===== src/source/prefix_adder_pkg.sv =====
package prefix_adder_pkg;

    //////////////////////////////////////////////////
    // adder geometry
    //////////////////////////////////////////////////

    // operand width and tree depth, log2 of the width
    localparam int data_width    = 32;
    localparam int prefix_levels = 5;

    // registers between operand sampling and the sum
    localparam int pipe_stages   = 3;

    // only the upper part of the sum goes back to the divider
    localparam int sum_lsb       = 6;
    localparam int sum_width     = data_width - sum_lsb;

    //////////////////////////////////////////////////
    // divider iteration state
    //////////////////////////////////////////////////

    localparam int count_width       = 3;
    localparam int remain_width      = 10;
    localparam int operand_tag_width = 25;

    //////////////////////////////////////////////////
    // types
    //////////////////////////////////////////////////

    typedef logic [data_width-1:0] operand_t;

    // bits sum_lsb and up of the full sum
    typedef logic [sum_width-1:0] sum_slice_t;

    // generate/propagate vector between prefix stages
    typedef struct packed {
        // group generate, grows with each level
        logic [data_width-1:0] gen;
        // group propagate
        logic [data_width-1:0] prop;
        // a xor b per bit, kept for the final sum
        logic [data_width-1:0] bit_prop;
    } pg_vec_t;

    // state that rides alongside the addition
    typedef struct packed {
        logic [count_width-1:0]       iter_count;
        logic                         done;
        logic [remain_width-1:0]      remain_count;
        logic [operand_tag_width-1:0] f_val;
        logic [operand_tag_width-1:0] n_val;
        logic [operand_tag_width-1:0] d_val;
    } sideband_t;

endpackage


===== src/source/prefix_stage.sv =====
`timescale 1ns/10ps

module prefix_stage
    import prefix_adder_pkg::*;
#(
    // lowest tree level handled here
    parameter int first_level = 0,
    // number of consecutive levels before the register
    parameter int level_count = 1
) (
    input  logic    clk,
    input  logic    rst,
    input  pg_vec_t pg_in,
    output pg_vec_t pg_out
);

    //////////////////////////////////////////////////
    // index helpers
    //////////////////////////////////////////////////

    // top bit of the lower half of the aligned block
    // that holds bit_idx, block size 2**(level+1)
    function automatic int low_index(input int bit_idx, input int level);
        int block_base;
        block_base = (bit_idx >> (level + 1)) << (level + 1);
        return block_base + (1 << level) - 1;
    endfunction

    // true for bits in the upper half of their block
    function automatic bit in_upper_half(input int bit_idx, input int level);
        return ((bit_idx >> level) & 1) == 1;
    endfunction

    //////////////////////////////////////////////////
    // combine levels
    //////////////////////////////////////////////////

    // entry 0 is the stage input, entry level_count feeds the register
    pg_vec_t lvl [level_count+1];

    always_comb begin
        int cur_level;
        int lo;

        lvl[0] = pg_in;
        for (int l = 0; l < level_count; l++) begin
            cur_level = first_level + l;

            // default pass-through, bit_prop is never touched
            lvl[l+1] = lvl[l];

            for (int i = 0; i < data_width; i++) begin
                if (in_upper_half(i, cur_level)) begin
                    lo = low_index(i, cur_level);
                    lvl[l+1].gen[i]  = lvl[l].gen[i]
                                     | (lvl[l].prop[i] & lvl[l].gen[lo]);
                    lvl[l+1].prop[i] = lvl[l].prop[i] & lvl[l].prop[lo];
                end
            end
        end
    end

    //////////////////////////////////////////////////
    // pipeline register
    //////////////////////////////////////////////////

    always_ff @(posedge clk) begin
        if (!rst) begin
            pg_out <= '0;
        end else begin
            pg_out <= lvl[level_count];
        end
    end

endmodule


===== src/source/sideband_delay.sv =====
`timescale 1ns/10ps

module sideband_delay
    import prefix_adder_pkg::*;
(
    input  logic      clk,
    input  logic      rst,
    input  sideband_t side_in,
    output sideband_t side_out
);

    //////////////////////////////////////////////////
    // delay line
    //////////////////////////////////////////////////

    // one entry per adder stage
    sideband_t side_pipe [pipe_stages];

    always_ff @(posedge clk) begin
        if (!rst) begin
            for (int i = 0; i < pipe_stages; i++) begin
                side_pipe[i] <= '0;
            end
        end else begin
            side_pipe[0] <= side_in;
            // shift toward the output
            for (int i = 1; i < pipe_stages; i++) begin
                side_pipe[i] <= side_pipe[i-1];
            end
        end
    end

    // oldest entry lines up with the sum slice
    assign side_out = side_pipe[pipe_stages-1];

endmodule


===== src/source/prefix_adder_core.sv =====
`timescale 1ns/10ps

module prefix_adder_core
    import prefix_adder_pkg::*;
(
    input  logic       clk,
    input  logic       rst,
    input  operand_t   a,
    input  operand_t   b,
    output sum_slice_t sum
);

    // bitwise encode, not registered
    pg_vec_t  pg_enc;

    // registered outputs of each stage
    pg_vec_t  pg_s1;
    pg_vec_t  pg_s2;
    pg_vec_t  pg_s3;

    // carries into each bit position
    operand_t carry_in;

    // full sum before slicing
    operand_t full_sum;

    //////////////////////////////////////////////////
    // generate / propagate per bit
    //////////////////////////////////////////////////

    always_comb begin
        pg_enc.gen      = a & b;
        pg_enc.prop     = a ^ b;
        pg_enc.bit_prop = a ^ b;
    end

    //////////////////////////////////////////////////
    // prefix tree, three register stages
    //////////////////////////////////////////////////

    // level 0 only, short stage ahead of the encode logic
    prefix_stage #(
        .first_level (0),
        .level_count (1)
    ) i_stage1 (
        .clk    (clk),
        .rst    (rst),
        .pg_in  (pg_enc),
        .pg_out (pg_s1)
    );

    // levels 1 and 2
    prefix_stage #(
        .first_level (1),
        .level_count (2)
    ) i_stage2 (
        .clk    (clk),
        .rst    (rst),
        .pg_in  (pg_s1),
        .pg_out (pg_s2)
    );

    // remaining levels, 3 and 4
    prefix_stage #(
        .first_level (3),
        .level_count (prefix_levels - 3)
    ) i_stage3 (
        .clk    (clk),
        .rst    (rst),
        .pg_in  (pg_s2),
        .pg_out (pg_s3)
    );

    //////////////////////////////////////////////////
    // sum formation
    //////////////////////////////////////////////////

    // gen at i-1 is the carry into bit i, carry-in of bit 0 is zero
    always_comb begin
        carry_in[0] = 1'b0;
        for (int i = 1; i < data_width; i++) begin
            carry_in[i] = pg_s3.gen[i-1];
        end
    end

    // carry out of the top bit is dropped
    assign full_sum = pg_s3.bit_prop ^ carry_in;

    // low bits are not needed by the divider
    assign sum = full_sum[data_width-1:sum_lsb];

endmodule


===== src/source/prefix_adder_top.sv =====
`timescale 1ns/10ps

module prefix_adder_top
    import prefix_adder_pkg::*;
(
    input  logic       clk,
    input  logic       rst,

    // operands, one pair per clock
    input  operand_t   a,
    input  operand_t   b,

    // divider state for this pair
    input  sideband_t  side_in,

    // upper slice of a + b, pipe_stages clocks later
    output sum_slice_t sum,

    // divider state, same latency as sum
    output sideband_t  side_out
);

    //////////////////////////////////////////////////
    // arithmetic path
    //////////////////////////////////////////////////

    prefix_adder_core i_core (
        .clk (clk),
        .rst (rst),
        .a   (a),
        .b   (b),
        .sum (sum)
    );

    //////////////////////////////////////////////////
    // state path
    //////////////////////////////////////////////////

    // depth matches the core, so both leave together
    sideband_delay i_side (
        .clk      (clk),
        .rst      (rst),
        .side_in  (side_in),
        .side_out (side_out)
    );

endmodule


===== config.mk =====
export PLATFORM = sky130hd
export DESIGN_NAME = prefix_adder_top
export DESIGN_NICKNAME = d
export VERILOG_FILES = /design/src/source/prefix_adder_pkg.sv /design/src/source/prefix_stage.sv /design/src/source/sideband_delay.sv /design/src/source/prefix_adder_core.sv /design/src/source/prefix_adder_top.sv
export SDC_FILE = /design/constraint.sdc
export NUM_CORES = 1
export LEC_CHECK = 0
export BUFFER_PORTS_ARGS = -buffer_cell sky130_fd_sc_hd__buf_2
export CORE_AREA = 4 4 160 162
export DETAILED_ROUTE_END_ITERATION = 7
export DIE_AREA = 0 0 164 166
export GPL_TIMING_DRIVEN = 0
export HOLD_SLACK_MARGIN = 0.06
export PLACE_DENSITY_LB_ADDON = 0.15
export SLEW_MARGIN = 40
export SYNTH_ARGS = -nofsm -noshare
export SYNTH_HDL_FRONTEND = slang
export SYNTH_SLANG_ARGS = --single-unit

===== constraint.sdc =====
create_clock -name clk -period 2.6 [get_ports clk]
set_clock_uncertainty 0.05 [all_clocks]
set_input_delay 0.52 -clock clk [delete_from_list [all_inputs] [get_ports clk]]
set_output_delay 0.52 -clock clk [all_outputs]
set_load 0.01 [all_outputs]

Word level (Yosys, flattened, before mapping)
Memories as Yosys holds them, arrays and structs flattened.
Index checks and enable logic that the tools add are counted.

operators by class
  bitwise gates (word level) = 217
  muxes and demuxes = 5

operators by type and width
  operator            number
  89-bit two-way mux  3
  1-bit bitwise AND   133
  1-bit bitwise OR    81
  32-bit XOR          2
  32-bit bitwise AND  1
  1-bit two-way mux   2

storage, ports and cells
  word-level logic and storage cells = 231
  memories kept = 1
  RAM bits = 267
  input port bits = 155
  flip-flop bits (word level) = 255
  output and inout bits = 115

memories
  name              depth  bits a word  rd ports  clocked after memory_dff  wr ports  line                  text
  i_side.side_pipe  3      89           3         0                         3         sideband_delay.sv:17  sideband_t side_pipe [pipe_stages];

Depth between registers and ports, before layout
Gate-level depths: netlist of run 1.

  depth after elaboration = 4
  mapped depth = 5
  mapped depth without buffers = 3

Cells and area by module
A second synthesis of run 1 with hierarchy kept.

second synthesis, totals
  cells, all modules = 1363
  area, all modules = 16604.7 um2

modules (own cells, without submodules)
  module                          area an instance (um2)  cells each  sequential area each (um2)  times used
  sideband_delay                  7831.3                  652         5345.1                      1
  prefix_stage (i_core.i_stage2)  2732.6                  220         1921.8                      1
  prefix_stage (i_core.i_stage3)  2710.1                  215         1921.8                      1
  prefix_stage (i_core.i_stage1)  2702.6                  218         1921.8                      1
  prefix_adder_core               628.1                   58          0.0                         1

Worst setup path before layout of run 1
OpenSTA, ideal clock, no wires.

  kind = input-to-reg
  from = input rst
  to = register i_core.i_stage3.pg_out[82] in the netlist's numbering
  setup time = 0.117 ns
  setup slack = 1.315 ns
  data required time = 2.433 ns
  buffers on the path = 3
  arrival time = 1.118 ns
  cell stages on the path = 4
  cell sequence = buf_4 buf_6 buf_6 a22o_1

RTL lines
  item                  line                   text
  from (decl)           prefix_adder_top.sv:7  input logic rst,
  to (signal assigned)  prefix_stage.sv:71     pg_out <= lvl[level_count];
  to (decl)             prefix_stage.sv:14     output pg_vec_t pg_out

No word-level cell between the ends.

Worst setup path after layout of run 1
  from = register i_core.i_stage3.pg_out[16] in the netlist's numbering
  to = output sum[10]

on the way
  word-level cells in the longest chain between the ends = 1

ends and longest elaborated chain
  item        line                     text
  32-bit XOR  prefix_adder_core.sv:87  assign full_sum = pg_s3.bit_prop ^ carry_in;
  to (decl)   prefix_adder_top.sv:17   output sum_slice_t sum,

No other way between the ends.

==> impl_metrics.ini, run 1 <==
[setup_path]
r2r_slack_ns = 1.35
reg2reg_from = i_core.i_stage2.pg_out[71]
worstPathMaxFanout = 1
worst_setup_path_start_kind = flop
crit_required_ns = 2.03
path_class = reg -> out
arrival_ns = 1.30
crit_path_end_kind = output pin
r2r_end = i_core.i_stage3.pg_out[84]
reg2reg_depth = 5

[drt]
wl_per_cell_um = 14.2
drc_errors = 0
routed_wl_um = 26100
drt-pass1-iter-count = 4
drtAntennaViolNets = 0
first_iter_violations = 249
num_vias = 8119
vias_per_cell = 4.42

[synthesis]
synth-simple-area-share_pct = 19.7
synthTopCellsByArea = dfxtp_1, and2_1, buf_4
synth_area_sq_mm = 0.0139
synth_fa_ha_area_share_pct = 2.70
ys_warn_count = 0
synth_cells = 1164
syn-mean-instance-area_sq_um = 12.0
synth_xor_area_share_pct = 1.70
synth_nets = 1349
muxShareOfSynthArea_pct = 0
synth_top_family_by_area = simple AND/OR/NAND/NOR gates
synth_top_area_share_pct = 66.0
yosysSeqAreaShare_pct = 66.0
synth_compound_area_share_pct = 2.91
synth_cell_types = 23
yosys.area.top_type = dfxtp_1
yosys_register_bits = 459

[cells_and_area]
syn_to_final_growth_pct = 23.0
nFillCells = 1825
final_common_cell = dfxtp_1
final_cell_mix = dfxtp_1, and2_1, buf_2, buf_4, clkbuf_16
drive_gt1_share_pct = 31.7
num-nets-final = 1663

[floorplanning]
rows = 57
io_pins = 270
core_area_sq_mm = 0.0241
die_h_um = 166
initial_core_util_pct = 57.7
die-area_sq_mm = 0.0272
fp.dieW_um = 164

[worst_hold_path]
hp-class = in -> reg
whs_endpoint = i_side.side_pipe[0][25]
hold_path_depth = 2
hp-start = side_in[25]

[timing]
slew_viol_final = 0
setup-tns-final_ns = 0
tightestPinTransition_ns = 0.563
period_share_pct = 71.8
fmax_mhz = 536
fin_crit_ns = 1.87
finalHoldViolCount = 0
rsz0062_at_grt = false
setup_viol = 0
relSlewSlack_pct = 62.4

[cts]
post_cts_buffers = 0
cts_resized = 0
cts.sinks = 459
clock_latency_ns = 0.53
cts-root-buf = clkbuf_16
cts_hold_buf = 0
htreeDepth = 2
cts_buffers = 43
path_clk_slew_ns = 0.06
clk_path_buf_depth = 3
tritoncts = built

[grt]
grt.total_usage_pct = 19.0
antenna_found_initial = 3
grt_pass1_wl_um = 40800
first_global_vias = 8118
grt_max_degree = 16
grt-ovfl-total = 0

[power]
peakVddDrop_mv = 0.557
power_mw = 14.4
p_leak_nw = 8.26
powerDensity_mw_per_mm2 = 842

[placement]
gp_congestion = 0.806
dp_hpwl_um = 18400
port-buffer-count = 269

[run_status]
status = complete, no violations

[flow_run]
maxCapViolCount = 0
cells in the mapped netlist:
cell type / instances
dfxtp_1: 459
nor2_1: 2
o21ai_1: 2
and3_1: 21
and2b_1: 1
buf_2: 5
ha_1: 30
o21ai_2: 2
clkbuf_1: 2
a31oi_1: 1
o21ai_4: 1
a21oi_1: 28
nand2_1: 18
a21oi_4: 1
xor2_1: 27
inv_1: 3
clkbuf_2: 36
nor2b_1: 28
buf_4: 94
o21ai_0: 3
a22o_1: 21
and2_1: 375
buf_6: 4
metrics by stage:
step | worst slack [ns] | util (%) | std cells | cell area, sq um | hold slack, ns
finish | 0.733 | 71.0 | 1838 | 17100 | 0.139
global route | 0.678 | 71.0 | 1836 | 17100 | 0.128
CTS | 0.714 | 71.0 | 1836 | 17100 | 0.116
detailed placement | 0.829 | 65.0 | 1757 | 15700 | 0.367
global placement | 0.852 | 65.0 | 1757 | 15700 | 0.360
floorplan | 1.32 | - | 1164 | 13900 | 0.350
cells by family (layout without fill, tap and decap cells):
| group | count (synthesis) | count (layout) |
|---|---|---|
| compound gates | 59 | 59 |
| xor+xnor | 27 | 27 |
| fa+ha+maj | 30 | 30 |
| buf+inv | 144 | 492 |
| flops | 459 | 459 |
| other cells | 0 | 2 |
| simple gates | 445 | 445 |
final cells by class:
class	count	area, sq um	area share (%)
Clock buffer	63	1240	7.25
Multi-Input combinational cell	561	3750	21.9
Antenna cell	2	5.00	0.0292
Sequential cell	459	9190	53.7
Timing Repair Buffer	269	1350	7.87
Buffer	141	963	5.63
Clock inverter	16	203	1.18
Inverter	3	11.3	0.0658
Tap cell	324	405	2.37
worst max path at each step:
stage                                           from                          to  slack (ns)  depth (start not counted)
after floorplan                                  rst  i_core.i_stage3.pg_out[82]        1.32                          4
after global placement                           rst  i_core.i_stage1.pg_out[45]        0.85                          4
after detailed placement                         rst  i_core.i_stage1.pg_out[47]        0.83                          4
after CTS                 i_core.i_stage3.pg_out[25]                     sum[19]        0.71                          2
after global routing      i_core.i_stage3.pg_out[16]                     sum[10]        0.68                          2
final                     i_core.i_stage3.pg_out[16]                     sum[10]        0.73                          2
critical path, cell delays in order (launching register included):
cell	delay (ns)
dfxtp_1	0.32
xor2_1	0.26
buf_2	0.19
metal layers:
layer / track usage [%] / part of all wire, %
met1: 23.4 / 41
met2: 33.5 / 50
met4: 6.31 / 2.6
met5: 0 / 0.10
met3: 3.62 / 6.3
where the power goes:
group          switching [mW]  leakage (nW)  internal, mW
Clock                    2.52         0.708          3.73
Sequential             0.0791          3.77          7.33
Combinational           0.357          3.78         0.386
Total                    2.96          8.26          11.5
sequential cells by signal (all words and copies together), names as in the netlist:
register and cells:
i_core.i_stage1.pg_out 68, i_core.i_stage2.pg_out 72, i_core.i_stage3.pg_out 52, i_side.side_pipe 267
No activity file was read; power rests on OpenSTA's default activity.
==> run 2, diff against run 1 <==
Settings changed: ABC_AREA set to 1, CORE_AREA 4 4 160 162 to 4 4 169 171, DIE_AREA 0 0 164 166 to 0 0 173 175.
Clock period 2.6 ns to 1.8 ns, I/O delays scaled along.
==> impl_metrics.ini, run 2 <==
[setup_path]
endpoint = sum[9]
crit_path_end_kind = output pin
r2r_end = i_core.i_stage3.pg_out[87]
path_class = reg -> out
crit_required_ns = 1.39
r2r_slack_ns = 0.43
arrival_ns = 1.30
worstPathMaxFanout = 1
path_cells = xor2_1, buf_2
path_buf_inv = 1
crit_path_start = i_core.i_stage3.pg_out[15]
reg2reg_from = i_core.i_stage2.pg_out[71]
worstSetupPathDepth = 2
slowest_stage = dfxtp_1
reg2reg_depth = 5
cp_top_family = flip-flops
cpPeakStageDelay_ns = 0.32
worst_setup_path_start_kind = flop

[synthesis]
synth_cell_types = 19
yosys_register_bits = 459
ys_warn_count = 0
synth_nets = 1808
synth_most_common_cell = dfxtp_1
synthTopCellsByArea = dfxtp_1, nand2_1, inv_1
yosys_most_used_dff = dfxtp_1
synth_commonest_cells = dfxtp_1, nand2_1, inv_1, buf_4, a21oi_1
synth_cells = 1623
synth-edff-count = 0
synth_async_sr_flop_share_pct = 0
yosys.area.top_type = dfxtp_1
syn-mean-instance-area_sq_um = 8.93
synth_top_area_share_pct = 63.4
synth_area_sq_mm = 0.0145
yosysSeqAreaShare_pct = 63.4

[timing]
fmax_mhz = 583
finalHoldViolCount = 0
holdWs_ns = 0.0790
period_share_pct = 95.2
worst_slack_ns = 0.0856
setup-tns-final_ns = 0
fin_crit_ns = 1.71
slew_viol_final = 0
tightestPinTransition_ns = 0.749
relSlewSlack_pct = 50.0
rsz0062_at_grt = false
setup_viol = 0

[floorplanning]
rows = 60
fp.dieW_um = 173
initial_core_util_pct = 54.0
core_area_sq_mm = 0.0269
die_h_um = 175
io_pins = 270
die-area_sq_mm = 0.0303

[cells_and_area]
finalNonFillerCells = 2405
nFillCells = 2081
top_register = i_side.side_pipe
largest_reg_flops = 267
final_common_cell = dfxtp_1
syn_to_final_growth_pct = 28.9
top_regs = i_side.side_pipe x267, i_core.i_stage2.pg_out x72, i_core.i_stage1.pg_out x68
num-nets-final = 2214
drive_gt1_share_pct = 23.1
final_cell_mix = dfxtp_1, nand2_1, inv_1, buf_2, buf_4

[grt]
grt_max_degree = 16
first_global_vias = 10300
grt.total_usage_pct = 20.7
grt-ovfl-total = 0
antenna_found_initial = 5
grt_pass1_wl_um = 50400

[placement]
dp_hpwl_um = 21000
dp_cells = 2233
gp_congestion = 0.792
port-buffer-count = 269
place_ws_ns = 0.224

[run_status]
status = complete, no violations

[cts]
cts_resized = 0
cts.sinks = 459
cts-root-buf = clkbuf_16
tritoncts = built
post_cts_buffers = 0
cts_buffers = 43
clk_path_buf_depth = 3
htreeDepth = 2
clock_latency_ns = 0.52
path_clk_slew_ns = 0.06

[power]
powerDensity_mw_per_mm2 = 1140
power_mw = 21.3
p_leak_nw = 11.6
peakVddDrop_mv = 0.815

[worst_hold_path]
hp-class = in -> reg

[drt]
drc_errors = 0
drtAntennaViolNets = 0
wl_per_cell_um = 13.1
vias_per_cell = 4.23
routed_wl_um = 31500
drt-pass1-iter-count = 4
num_vias = 10166
first_iter_violations = 367

[flow_run]
maxCapViolCount = 0
==> run 2: cell count changes in the layout (fill, tap and decap cells not counted), moves of 28 or more <==
cell           delta
nand2_1         +433
inv_1           +399
and2_1          -375
dlygate4sd3_1    +92
nor2_1           +37
clkbuf_2         -36
buf_2            +28
nor2b_1          -28
==> run 2: worst min path at each step <==
stage | start | to | cells past startpoint
2_1_floorplan | i_side.side_pipe[0][146] | i_side.side_pipe[0][235] | 2
3_3_place_gp | i_side.side_pipe[0][146] | i_side.side_pipe[0][235] | 2
3_5_place_dp | i_side.side_pipe[0][99] | i_side.side_pipe[0][188] | 2
4_1_cts | a[31] | i_core.i_stage1.pg_out[31] | 3
5_1_grt | b[31] | i_core.i_stage1.pg_out[31] | 3
6_report | b[31] | i_core.i_stage1.pg_out[31] | 3
==> run 2: timing repair <==
item | in CTS | in global routing
hold buffers | 91 | 1
endpoints found under the setup margin | 0 | 0
hold endpoints to repair | 90 | 1
==> run 2: layer usage <==
| layer | share of wire, % | track usage, % |
|---|---|---|
| met2 | 50 | 37.3 |
| met1 | 41 | 23.6 |
| met4 | 2.5 | 6.45 |
| met5 | 0.067 | 0 |
| met3 | 6.7 | 6.10 |
==> run 2: layout make-up <==
type	count	area, sq um	share of cell area (%)
Clock buffer	65	1330	7.12
Timing Repair Buffer	361	2270	12.1
Tap cell	341	427	2.28
Inverter	403	1510	8.09
Antenna cell	4	10.0	0.0535
Multi-Input combinational cell	622	2850	15.2
Clock inverter	11	158	0.843
Buffer	139	950	5.08
Sequential cell	459	9190	49.2
==> run 2: stage by stage <==
step / utilization [%] / instance area [sq um]
6_report: 69.6 / 18700
3_3_place_gp: 60.5 / 16300
5_1_grt: 69.5 / 18700
3_5_place_dp: 60.5 / 16300
2_1_floorplan: - / 14500
4_1_cts: 69.5 / 18700
==> run 2: where the power goes <==
group / internal (mW) / total [mW] / switching [mW]
clock network: 5.66 / 9.26 / 3.59
registers: 10.6 / 10.7 / 0.140
logic: 0.627 / 1.33 / 0.707
total: 16.9 / 21.3 / 4.44
==> run 2: logic make-up (layout without fill, tap and decap cells) <==
kind of cell | Yosys count | after routing | share of synthesized area [%]
buffers and inverters | 542 | 979 | 17.0
flip-flops | 459 | 459 | 63.4
adder cells (fa/ha/maj) | 30 | 30 | 2.59
other | 0 | 4 | 0
AND/OR/NAND/NOR | 505 | 505 | 13.3
AO/OA/AOI/OAI | 60 | 60 | 2.10
XOR/XNOR | 27 | 27 | 1.63
==> run 2: worst min-delay path, cell delays in order <==
cell and delay [ns]:
buf_2 0.08, xnor2_1 0.08, nor2_1 0.09
==> run 3, diff against run 2 <==
Settings changed: ABC_AREA 1 to not set, CORE_AREA 4 4 169 171 to 4 4 166 168, DIE_AREA 0 0 173 175 to 0 0 170 172.
==> impl_metrics.ini, run 3 (synthesis results as in run 1) <==
[worst_hold_path]
whs_endpoint = i_core.i_stage1.pg_out[35]
hp-class = in -> reg
hold_path_depth = 3
hp-start = b[2]

[cells_and_area]
final_cell_mix = dfxtp_1, and2_1, buf_2, buf_4, dlygate4sd3_1
drive_gt1_share_pct = 29.9
syn_to_final_growth_pct = 29.1
antennaDiodeCount = 0
finalNonFillerCells = 1935
largest_reg_flops = 267
num-nets-final = 1754
final_common_cell = dfxtp_1
finalInstanceArea_sq_mm = 0.0180
top_regs = i_side.side_pipe x267, i_core.i_stage2.pg_out x72, i_core.i_stage1.pg_out x68
nFillCells = 1897
final_util_pct = 69.3
top_register = i_side.side_pipe

[cts]
clk_path_buf_depth = 3
cts-root-buf = clkbuf_16
tritoncts = built
cts.sinks = 459
cts_buffers = 43
path_clk_slew_ns = 0.06
htreeDepth = 2
clock_latency_ns = 0.52

[drt]
drc_errors = 0
num_vias = 8496
vias_per_cell = 4.39
drtAntennaViolNets = 0
drt-pass1-iter-count = 4
wl_per_cell_um = 14.1
first_iter_violations = 367
routed_wl_um = 27300

[timing]
setup-tns-final_ns = 0
fin_crit_ns = 1.71
tightestPinTransition_ns = 0.664
rsz0062_at_grt = false
slew_viol_final = 0
relSlewSlack_pct = 55.7
setup_viol = 0
finalHoldViolCount = 0
fmax_mhz = 587
period_share_pct = 94.7

[grt]
first_global_vias = 8295
grt_pass1_wl_um = 42300
grt.total_usage_pct = 18.4
grt_max_degree = 16
grt-ovfl-total = 0
antenna_found_initial = 0

[setup_path]
worst_setup_path_start_kind = flop
worstPathMaxFanout = 1
crit_path_end_kind = output pin
slowest_stage = dfxtp_1
reg2reg_depth = 5
path_buf_inv = 1
cpPeakStageDelay_ns = 0.33
cp_top_family = flip-flops
worstSetupPathDepth = 2
arrival_ns = 1.30
reg2reg_from = i_core.i_stage2.pg_out[71]
path_cells = xor2_1, buf_2
r2r_end = i_core.i_stage3.pg_out[84]
path_class = reg -> out
r2r_slack_ns = 0.56
crit_required_ns = 1.39

[power]
peakVddDrop_mv = 0.876
p_leak_nw = 8.61
power_mw = 20.5
powerDensity_mw_per_mm2 = 1140

[floorplanning]
core_area_sq_mm = 0.0259
rows = 59
initial_core_util_pct = 53.7
die-area_sq_mm = 0.0292
fp.dieW_um = 170
die_h_um = 172
io_pins = 270

[placement]
port-buffer-count = 269
dp_cells = 1768
dp_hpwl_um = 18300
placed_cell_area_sq_mm = 0.0157
gp_congestion = 0.828

[run_status]
status = complete, no violations

[flow_run]
maxCapViolCount = 0
[run 3: changes by cell type in the layout (fill, tap and decap cells not counted), sizes merged, moves of 33 or more]
cell | previous run | this run
and2 | 0 | 375
nor2 | 39 | 2
clkbuf | 67 | 100
nand2 | 451 | 18
buf | 406 | 372
inv | 403 | 3
[run 3: metrics by stage]
step | hold slack [ns] | setup slack, ns
finish | 0.132 | 0.0950
global route | 0.128 | 0.0418
global placement | 0.356 | 0.189
floorplan | 0.350 | 0.675
CTS | 0.103 | 0.0909
detailed placement | 0.363 | 0.164
[run 3: worst register-to-register path, stage by stage (launching register included)]
cell and delay, ns:
dfxtp_1 0.31, buf_6 0.14, a21oi_4 0.23, nor2b_1 0.09
buf_6 0.14, a22o_1 0.18
[run 3: routing by layer]
layer / track usage, % / up-vias / share of wire [%]
li1: - / 4357 / -
met1: 23.1 / 3834 / 43
met2: 31.8 / 248 / 48
met3: 4.14 / 57 / 6.6
met4: 5.90 / 0 / 2.5
met5: 0 / - / 0
[run 3: how the worst max path moves through the flow]
| stage | slack (ns) | end | startpoint |
|---|---|---|---|
| detailed placement | 0.16 | i_core.i_stage1.pg_out[59] | rst |
| CTS | 0.09 | sum[10] | i_core.i_stage3.pg_out[16] |
| global route | 0.04 | sum[10] | i_core.i_stage3.pg_out[16] |
| global placement | 0.19 | i_core.i_stage1.pg_out[45] | rst |
| finish | 0.09 | sum[11] | i_core.i_stage3.pg_out[80] |
| floorplan | 0.68 | i_core.i_stage3.pg_out[82] | rst |
[run 3: cell type report]
cell class / count / area (sq um) / area share (%)
flip-flops and latches: 459 / 9190 / 51.2
clock inverters: 14 / 100 / 0.557
well taps: 335 / 419 / 2.33
multi-input cells: 561 / 3750 / 20.9
inverters: 3 / 11.3 / 0.0627
plain buffers: 141 / 963 / 5.36
clock buffers: 62 / 1270 / 7.07
repair buffers: 360 / 2260 / 12.6
[run 3: timing repair]
action	4_1_cts	5_1_grt
hold buffers	91	0
setup buffers	0	0
endpoints found under the hold margin	90	0
gates resized for setup	0	0
[run 3: where the power goes]
part / internal (mW) / total, mW / switching [mW]
clock network: 5.04 / 8.58 / 3.54
logic: 0.688 / 1.24 / 0.548
registers: 10.6 / 10.7 / 0.112
